[src/design/uart_tx_pkg.sv]
package uart_tx_pkg;

    localparam int CLK_FREQ_HZ    = 50_000_000;
    localparam int BAUD_RATE      = 115_200;
    localparam int CLKS_PER_BIT   = CLK_FREQ_HZ / BAUD_RATE; // 434 at 50 MHz
    localparam int BITS_PER_BYTE  = 8;
    localparam int BYTES_PER_WORD = 4;

    localparam int WORD_W     = BITS_PER_BYTE * BYTES_PER_WORD;
    localparam int BAUD_CNT_W = $clog2(CLKS_PER_BIT);
    localparam int BIT_IDX_W  = $clog2(BITS_PER_BYTE);
    localparam int BYTE_IDX_W = $clog2(BYTES_PER_WORD);

    typedef logic [WORD_W-1:0]        word_t;
    typedef logic [BITS_PER_BYTE-1:0] byte_t;
    typedef logic [BAUD_CNT_W-1:0]    baud_cnt_t;
    typedef logic [BIT_IDX_W-1:0]     bit_idx_t;
    typedef logic [BYTE_IDX_W-1:0]    byte_idx_t;

endpackage

[src/design/fp32_uart_tx.sv]
`timescale 1ns/1ps

module fp32_uart_tx
    import uart_tx_pkg::*;
(
    input  logic  CLK_I,
    input  logic  RSTL_I,
    input  logic  tx_valid,
    input  word_t tx_data,
    output logic  tx_ready,
    output logic  tx_line
);

    logic  byte_valid;
    byte_t byte_data;
    logic  byte_ready;
    logic  bit_tick;
    logic  run;

    word_tx_ctrl u_word_tx_ctrl (
        .CLK_I      (CLK_I),
        .RSTL_I     (RSTL_I),
        .tx_valid   (tx_valid),
        .tx_data    (tx_data),
        .tx_ready   (tx_ready),
        .byte_valid (byte_valid),
        .byte_data  (byte_data),
        .byte_ready (byte_ready),
        .bit_tick   (bit_tick),
        .run        (run)
    );

    uart_frame_tx u_uart_frame_tx (
        .CLK_I      (CLK_I),
        .RSTL_I     (RSTL_I),
        .byte_valid (byte_valid),
        .byte_data  (byte_data),
        .byte_ready (byte_ready),
        .bit_tick   (bit_tick),
        .tx_line    (tx_line)
    );

    // shared bit timing for sequencer and serializer
    uart_baud_gen u_uart_baud_gen (
        .CLK_I    (CLK_I),
        .RSTL_I   (RSTL_I),
        .run      (run),
        .bit_tick (bit_tick)
    );

endmodule

[src/design/uart_baud_gen.sv]
`timescale 1ns/1ps

module uart_baud_gen
    import uart_tx_pkg::*;
(
    input  logic CLK_I,
    input  logic RSTL_I,
    input  logic run,
    output logic bit_tick
);

    baud_cnt_t baud_cnt;

    // count only leaves zero while running, so a terminal count means a live bit boundary
    assign bit_tick = (baud_cnt == baud_cnt_t'(CLKS_PER_BIT - 1));

    always_ff @(posedge CLK_I or negedge RSTL_I) begin
        if (!RSTL_I) begin
            baud_cnt <= '0;
        end else if (!run || bit_tick) begin
            baud_cnt <= '0; // restart aligned to the next bit
        end else begin
            baud_cnt <= baud_cnt + baud_cnt_t'(1);
        end
    end

endmodule

[src/design/uart_frame_tx.sv]
`timescale 1ns/1ps

module uart_frame_tx
    import uart_tx_pkg::*;
(
    input  logic  CLK_I,
    input  logic  RSTL_I,
    input  logic  byte_valid,
    input  byte_t byte_data,
    output logic  byte_ready,
    input  logic  bit_tick,
    output logic  tx_line
);

    typedef enum logic [1:0] {
        ST_IDLE,
        ST_START,
        ST_DATA,
        ST_STOP
    } frame_state_t;

    frame_state_t state;
    byte_t        shift_q;
    bit_idx_t     bit_idx;
    logic         load;
    logic         last_bit;

    // ready again in the cycle whose tick closes the stop bit
    assign byte_ready = (state == ST_IDLE) || ((state == ST_STOP) && bit_tick);
    assign load       = byte_valid && byte_ready;
    assign last_bit   = (bit_idx == bit_idx_t'(BITS_PER_BYTE - 1));

    always_ff @(posedge CLK_I or negedge RSTL_I) begin
        if (!RSTL_I) begin
            state   <= ST_IDLE;
            bit_idx <= '0;
            tx_line <= 1'b1; // line idles high
        end else if (load) begin
            state   <= ST_START;
            bit_idx <= '0;
            tx_line <= 1'b0; // start bit
        end else if (bit_tick) begin
            case (state)
                ST_START: begin
                    state   <= ST_DATA;
                    tx_line <= shift_q[0];
                end
                ST_DATA: begin
                    if (last_bit) begin
                        state   <= ST_STOP;
                        tx_line <= 1'b1; // stop bit
                    end else begin
                        bit_idx <= bit_idx + bit_idx_t'(1);
                        tx_line <= shift_q[1]; // next bit, shift happens this edge
                    end
                end
                ST_STOP: begin
                    state <= ST_IDLE;
                end
                default: begin
                    state   <= ST_IDLE;
                    tx_line <= 1'b1;
                end
            endcase
        end
    end

    // lsb first
    always_ff @(posedge CLK_I) begin
        if (load) begin
            shift_q <= byte_data;
        end else if (bit_tick && (state == ST_DATA)) begin
            shift_q <= shift_q >> 1;
        end
    end

endmodule

[src/design/word_tx_ctrl.sv]
`timescale 1ns/1ps

module word_tx_ctrl
    import uart_tx_pkg::*;
(
    input  logic  CLK_I,
    input  logic  RSTL_I,
    input  logic  tx_valid,
    input  word_t tx_data,
    output logic  tx_ready,
    output logic  byte_valid,
    output byte_t byte_data,
    input  logic  byte_ready,
    input  logic  bit_tick,
    output logic  run
);

    typedef enum logic [1:0] {
        ST_IDLE,
        ST_SEND,
        ST_GAP
    } ctrl_state_t;

    ctrl_state_t state;
    word_t       word_q;
    byte_idx_t   byte_idx;
    logic        frame_done;
    logic        last_byte;
    logic        accept;

    // byte already handed over and the serializer has come back
    assign frame_done = (state == ST_SEND) && !byte_valid && byte_ready;
    assign last_byte  = (byte_idx == byte_idx_t'(BYTES_PER_WORD - 1));

    // ready in the last stop-bit cycle so words go out back to back
    assign tx_ready = (state == ST_IDLE) || (frame_done && last_byte);
    assign run      = !tx_ready;
    assign accept   = tx_valid && tx_ready;

    assign byte_data = word_q[byte_idx * BITS_PER_BYTE +: BITS_PER_BYTE];

    always_ff @(posedge CLK_I or negedge RSTL_I) begin
        if (!RSTL_I) begin
            state      <= ST_IDLE;
            byte_idx   <= '0;
            byte_valid <= 1'b0;
        end else begin
            case (state)
                ST_IDLE: begin
                    if (accept) begin
                        state      <= ST_SEND;
                        byte_idx   <= '0;
                        byte_valid <= 1'b1; // byte 0 offered right away
                    end
                end
                ST_SEND: begin
                    if (byte_valid && byte_ready) begin
                        byte_valid <= 1'b0;
                    end else if (frame_done && !last_byte) begin
                        state    <= ST_GAP;
                        byte_idx <= byte_idx + byte_idx_t'(1);
                    end else if (frame_done && accept) begin
                        byte_idx   <= '0; // next word follows directly
                        byte_valid <= 1'b1;
                    end else if (frame_done) begin
                        state <= ST_IDLE;
                    end
                end
                ST_GAP: begin
                    if (bit_tick) begin // one idle bit between frames
                        state      <= ST_SEND;
                        byte_valid <= 1'b1;
                    end
                end
                default: begin
                    state      <= ST_IDLE;
                    byte_valid <= 1'b0;
                end
            endcase
        end
    end

    always_ff @(posedge CLK_I) begin
        if (accept) begin
            word_q <= tx_data;
        end
    end

endmodule

[config.mk]
export PLATFORM = sky130hd
export DESIGN_NAME = fp32_uart_tx
export DESIGN_NICKNAME = d
export VERILOG_FILES = /design/src/design/uart_tx_pkg.sv /design/src/design/fp32_uart_tx.sv /design/src/design/uart_baud_gen.sv /design/src/design/uart_frame_tx.sv /design/src/design/word_tx_ctrl.sv
export SDC_FILE = /design/constraint.sdc
export NUM_CORES = 1
export LEC_CHECK = 0
export BUFFER_PORTS_ARGS = -buffer_cell sky130_fd_sc_hd__buf_4
export CAP_MARGIN = 20
export CORE_ASPECT_RATIO = 0.7
export CORE_UTILIZATION = 45
export DETAILED_ROUTE_END_ITERATION = 8
export GPL_ROUTABILITY_DRIVEN = 0
export HOLD_SLACK_MARGIN = 0.02
export PLACE_DENSITY = 0.7
export SLEW_MARGIN = 20
export SYNTH_ARGS = -nofsm -noshare
export SYNTH_HDL_FRONTEND = slang
export SYNTH_HIERARCHICAL = 1
export SYNTH_SLANG_ARGS = --single-unit
[constraint.sdc]
create_clock -name CLK_I -period 3.6 [get_ports CLK_I]
set_input_delay 0.72 -clock CLK_I [delete_from_list [all_inputs] [get_ports CLK_I]]
set_output_delay 0.72 -clock CLK_I [all_outputs]
set_load 0.01 [all_outputs]
==> results.toml, run 1 <==
[critical_path]
path_max_fanout = 10
timing.rr.start = "u_uart_baud_gen/baud_cnt[2]$_DFF_PN0_"
crit_start = "u_uart_baud_gen/baud_cnt[2]$_DFF_PN0_"
setup.worst_path.class = "register to primary output"
end_kind = "primary output"
critPathLaunchType = "register"
arrival_ps = 2270
worst_ep_required_time_ps = 2880

[global_routing]
grt_pass1_vias = 1399
gr-total-overflow = 0
grt_pass1_wl_mm = 6.80
grt_max_degree = 33
grt_usage = 0.152
antenna_found_initial = 0

[power]
powerDensity_nw_per_um2 = 497
peakVddDrop_v = 0.000251
leakage_nw = 1.35

[sta]
relSlewSlack = 0.595
fin_setup_tns_ps = 0
hold_violations = 0
rsz0062_at_grt = "no"
fin_crit_sh = 0.829
finalSetupViolCount = 0
maxSlewViolCount = 0
fin_skew_ps = 6.33
fmax_mhz = 335
period_minus_slack_ps = 2990
worst_pin_slew_ps = 608

[logic_synthesis]
syn_avg_cell_area_um2 = 15.6
yosys-top-cells-area = "edfxtp_1 (44%), dfrtp_1 (18%), mux4_2 (6.7%)"
postSynth.asyncResetShare = 0.333
synth_seq_cells = 60
synth_top_cell_by_area = "edfxtp_1"
syn_inst = 173
synth_fp_nets = 217
yosysSeqAreaShare = 0.630
yosysTopAreaCellShare = 0.444
ys.flop_type = "edfxtp_1"
synth_cell_types = 48
synth_warnings = 6
synth_edf_count = 40
netlist_area_um2 = 2710
synth.top_cells.by_count = "edfxtp_1 (40), dfrtp_1 (19), nor2_1 (10)"
post-synth-top-count-cell = "edfxtp_1"

[clocking]
post_cts_buffers = 0
clockBufferDepth = 2
htree_levels = 3
clk_pin_slew_worst_paths_ps = 60
postCtsHoldBufs = 0
cts_buffers = 9
cts_resized = 0
cts_tree = "built"
insertion_delay_ps = 320
cts_root_buffer = "clkbuf_8"
clkSinkCount = 60

[routing]
finalWirelength_mm = 4.23
drt_pass1_iterations = 4
routed_via_density = 5.13
drtIter0Drc = 103
ant_nets = 0
wl_per_cell_um = 14.2
vias = 1530
drc = 0

[placement]
dpl.hpwl_mm = 2.92
portBuffers = 36
place_area_um2 = 3060

[layout]
final_area_um2 = 3270
drive_above_1_share = 0.341
area_growth_pct = 20.8
nets = 262
antenna_cells = 0
post-route-util = 0.568

[die]
io_pins = 37
die_area_um2 = 6330
rows = 23
initial_core_util = 0.470
fp.dieW_um = 94.7
core_area_um2 = 5760
dieHeight_um = 66.9

[run_status]
status = "completed"

[worst_hold_path]
hold_path.class = "input port to asynchronous set/reset pin"

[flow_run]
maxCapViolations = 0
==> cell usage in the layout (no fill, tap or decap), types with 3 or more instances in the layout <==
cell type / count
a21o_1: 3
a21oi_1: 5
a31oi_1: 3
buf_4: 38
clkbuf_8: 9
clkinv_1: 4
dfrtp_1: 19
edfxtp_1: 40
ha_1: 9
inv_1: 7
mux2_4: 8
mux2i_1: 3
mux4_2: 8
nand2_1: 6
nand2b_1: 5
nand3_1: 4
nor2_1: 10
o21ai_0: 3
xor2_1: 3
==> critical path, stage by stage (launching register included) <==
cell      delay [ps]
dfrtp_1          450
or3_4            430
nor3_1           140
buf_4            200
a21o_4           200
nand3b_1          90
a21oi_1          250
buf_4            170
==> kinds of logic after synthesis <==
family | synth area share
adders and majority gates | 0.0416
xor gates and xnor gates | 0.0130
DFF | 0.630
buffers and inverters | 0.0190
and+or+nand+nor | 0.101
muxes | 0.122
AOI/OAI and AO/OA | 0.0735
==> metrics by stage <==
| step | hold WS, ps | cells | setup WS (ps) | power [W] |
|---|---|---|---|---|
| after floorplan | 424 | 173 | 259 | 0.000954 |
| after global placement | 510 | 282 | 1010 | 0.00101 |
| after detailed placement | 521 | 282 | 945 | 0.00102 |
| after CTS | 258 | 298 | 587 | 0.00165 |
| after global routing | 263 | 298 | 455 | 0.00171 |
| final | 264 | 298 | 614 | 0.00163 |
==> final cells by class <==
class                           instances  area (µm²)
Clock buffer                            9         124
Clock inverter                          7        81.3
Fill cell                             473        2490
Inverter                                8        30.0
Multi-Input combinational cell        101         951
Sequential cell                        60        1700
Tap cell                               75        93.8
Timing Repair Buffer                   38         285
==> worst paths after layout <==
check | end | slack, ps | depth (start not counted)
hold reg to reg | u_uart_frame_tx/bit_idx[1]$_DFFE_PN0P_ | 530 | 2
setup reg to reg | u_word_tx_ctrl/word_q[15]$_DFFE_PN_ | 950 | 8
setup / recovery | tx_ready | 610 | 7
hold / removal | u_uart_baud_gen/baud_cnt[6]$_DFF_PN0_ | 260 | 1
max in group asynchronous | u_uart_frame_tx/tx_line$_DFFE_PN1P_ | 3070 | 1
min in group CLK_I | u_uart_frame_tx/bit_idx[1]$_DFFE_PN0P_ | 530 | 2
==> sequential cells by signal (all words and copies together), names as in the netlist <==
name	cells
u_uart_baud_gen/baud_cnt	9
u_word_tx_ctrl/state	2
u_word_tx_ctrl/byte_idx	2
u_uart_frame_tx/tx_line	1
u_uart_frame_tx/shift_q	8
u_uart_frame_tx/bit_idx	3
u_word_tx_ctrl/byte_valid	1
u_word_tx_ctrl/word_q	32
u_uart_frame_tx/state	2
==> layer usage <==
metal / track usage / share of wire / vias up
met4: 0.0682 / 0.017 / 0
li1: - / - / 758
met1: 0.213 / 0.49 / 729
met5: 0 / 0 / -
met2: 0.204 / 0.45 / 36
met3: 0.0639 / 0.046 / 7
==> power by group <==
part	switching [W]	internal [W]
logic	0.0000776	0.0000862
clock network	0.000243	0.000380
registers	0.0000530	0.000785
Power figures use the tool's default switching activity.
==> run 2, diff against run 1 <==
--- a/config.mk
+++ b/config.mk
@@ -5,6 +5,7 @@
 export SDC_FILE = /design/constraint.sdc
 export NUM_CORES = 1
 export LEC_CHECK = 0
+export ABC_AREA = 1
 export BUFFER_PORTS_ARGS = -buffer_cell sky130_fd_sc_hd__buf_4
 export CAP_MARGIN = 20
 export CORE_ASPECT_RATIO = 0.7
==> constraint.sdc (replaced) <==
create_clock -name CLK_I -period 3 [get_ports CLK_I]
set_input_delay 0.6 -clock CLK_I [delete_from_list [all_inputs] [get_ports CLK_I]]
set_output_delay 0.6 -clock CLK_I [all_outputs]
set_load 0.01 [all_outputs]
==> results.toml, run 2 <==
[clocking]
cts_resized = 0
clk_pin_slew_worst_paths_ps = 70
post_cts_buffers = 0
cts_tree = "built"
clkSinkCount = 60
clockBufferDepth = 2
insertion_delay_ps = 330
postCtsHoldBufs = 0
cts_buffers = 9
cts_root_buffer = "clkbuf_8"
htree_levels = 3

[sta]
rsz0062_at_grt = "no"
fin_skew_ps = 11.8
maxSlewViolCount = 0
worst_pin_slew_ps = 429
period_minus_slack_ps = 2790
finalSetupViolCount = 0
fin_crit_sh = 0.932
relSlewSlack = 0.714
holdWs_ps = 141
fmax_mhz = 358
hold_violations = 0
fin_setup_tns_ps = 0

[die]
core_area_um2 = 5930
dieHeight_um = 68.8
io_pins = 37
die_area_um2 = 6710
rows = 23
initial_core_util = 0.484
fp.dieW_um = 97.5

[layout]
fillCellCount = 517
antenna_cells = 0
largest_reg_flops = 32
final_common_cell = "nand2_1"
nets = 368
largest-register = "u_word_tx_ctrl/word_q"
post-route-util = 0.576
final_cells = 404
final_cell_mix = "nand2_1 (57), edfxtp_1 (40), buf_4 (38), nor2_1 (38), inv_1 (27)"
largest_registers = "u_word_tx_ctrl/word_q: 32 flops, u_uart_baud_gen/baud_cnt: 9 flops, u_uart_frame_tx/shift_q: 8 flops"
multi_input_area_um2 = 1000
area_growth_pct = 19.0
regArea_um2 = 1700
drive_above_1_share = 0.255

[routing]
drc = 0
ant_nets = 0
drtIter0Drc = 147
finalWirelength_mm = 5.26
vias = 1996
drt_pass1_iterations = 4
routed_via_density = 4.94
wl_per_cell_um = 13.0

[logic_synthesis]
netlist_area_um2 = 2870
yosysTopAreaCellShare = 0.418
post-synth-top-count-cell = "nand2_1"
syn_avg_cell_area_um2 = 10.2
synth_edf_count = 40
synth_cell_types = 33
yosys-top-cells-area = "edfxtp_1 (42%), dfrtp_1 (17%), nand2_1 (7.5%)"
synth_seq_cells = 60
synth_top_cell_by_area = "edfxtp_1"
synth_fp_nets = 326
postSynth.asyncResetShare = 0.333
synth_warnings = 6
syn_inst = 282
synth.top_cells.by_count = "nand2_1 (57), edfxtp_1 (40), nor2_1 (38)"
yosysSeqAreaShare = 0.593
ys.flop_type = "edfxtp_1"

[global_routing]
gr-total-overflow = 0
grt_usage = 0.177
grt_pass1_vias = 1872
grt_pass1_wl_mm = 8.85
grt_max_degree = 33
antenna_found_initial = 0

[flow_run]
maxCapViolations = 0

[critical_path]
path_max_fanout = 10
r2r_setup_slack_ps = 480
end_kind = "primary output"
r2r_cells = 12
r2r-end = "u_word_tx_ctrl/word_q[26]$_DFFE_PN_"
timing.rr.start = "u_uart_baud_gen/baud_cnt[0]$_DFF_PN0_"
worst_ep_required_time_ps = 2400
crit_start = "u_uart_baud_gen/baud_cnt[0]$_DFF_PN0_"
critPathLaunchType = "register"
setup.worst_path.class = "register to primary output"
setup.worst_path.end = "tx_ready"
arrival_ps = 2190

[run_status]
status = "completed"

[placement]
dp_cells = 388
dpl.hpwl_mm = 3.75
portBuffers = 36

[power]
peakVddDrop_v = 0.000367
leakage_nw = 1.48
powerDensity_nw_per_um2 = 781
design_power_total_w = 0.00267

[worst_hold_path]
hold_path.class = "input port to asynchronous set/reset pin"
run 2: cell count changes after synthesis, moves of 5 or more:
cell      change
nand2_1      +51
nor2_1       +28
inv_1        +20
nand2_2      +17
o21ai_0      +13
nand3_1      +11
mux2_4        -8
mux4_2        -8
o22ai_1       +7
nand2b_1      -5
run 2: how the worst min path moves through the flow:
stage / start / end / depth (start not counted)
6_report: RSTL_I / u_uart_baud_gen/baud_cnt[2]$_DFF_PN0_ / 1
5_1_grt: RSTL_I / u_uart_frame_tx/state[1]$_DFFE_PN0P_ / 1
4_1_cts: RSTL_I / u_uart_frame_tx/state[1]$_DFFE_PN0P_ / 1
3_5_place_dp: RSTL_I / u_uart_frame_tx/state[1]$_DFFE_PN0P_ / 1
3_3_place_gp: RSTL_I / u_uart_frame_tx/state[1]$_DFFE_PN0P_ / 1
2_1_floorplan: RSTL_I / u_uart_baud_gen/baud_cnt[0]$_DFF_PN0_ / 0
run 2: worst max-delay path: stages (launching register included):
cell and delay [ps]:
dfrtp_1 440, ha_1 180, nand2_1 50, nor2_1 100
nand2_1 100, inv_1 280, nand2_4 110, nand2_8 120
nand2_2 90, nor2_4 120, nand2_1 60, nand2_1 80
buf_4 120
run 2: layer usage:
layer | up-vias | global-route usage | wire length, µm
li1 | 1013 | - | -
met1 | 915 | 0.242 | 2510
met2 | 58 | 0.267 | 2360
met3 | 10 | 0.0504 | 314
met4 | 0 | 0.0735 | 74
met5 | - | 0 | 0
run 2: power breakdown:
group	switching, W	internal, W
clock	0.000306	0.000478
combinational	0.000465	0.000241
sequential	0.0000939	0.00108
run 2: cell families (layout without fill, tap and decap cells):
group                    Yosys count  after routing  synth area share
AND/OR/NAND/NOR                  142            142             0.236
adder cells (fa/ha/maj)            9              9            0.0392
buffers and inverters             36             83            0.0580
XOR/XNOR                           3              3           0.00916
flip-flops                        60             60             0.593
AO/OA/AOI/OAI                     32             32            0.0645
run 2: layout make-up:
class | instances | share of cell area
Tap cell | 75 | 0.0275
Inverter | 29 | 0.0319
Clock buffer | 13 | 0.0528
Timing Repair Buffer | 38 | 0.0835
Multi-Input combinational cell | 186 | 0.293
Sequential cell | 60 | 0.499
Clock inverter | 3 | 0.0125
run 2: through the flow:
step	cell area, µm²	setup slack [ps]
3_3_place_gp	3190	577
3_5_place_dp	3190	521
4_1_cts	3410	186
6_report	3410	205
5_1_grt	3410	10.6
2_1_floorplan	2870	469
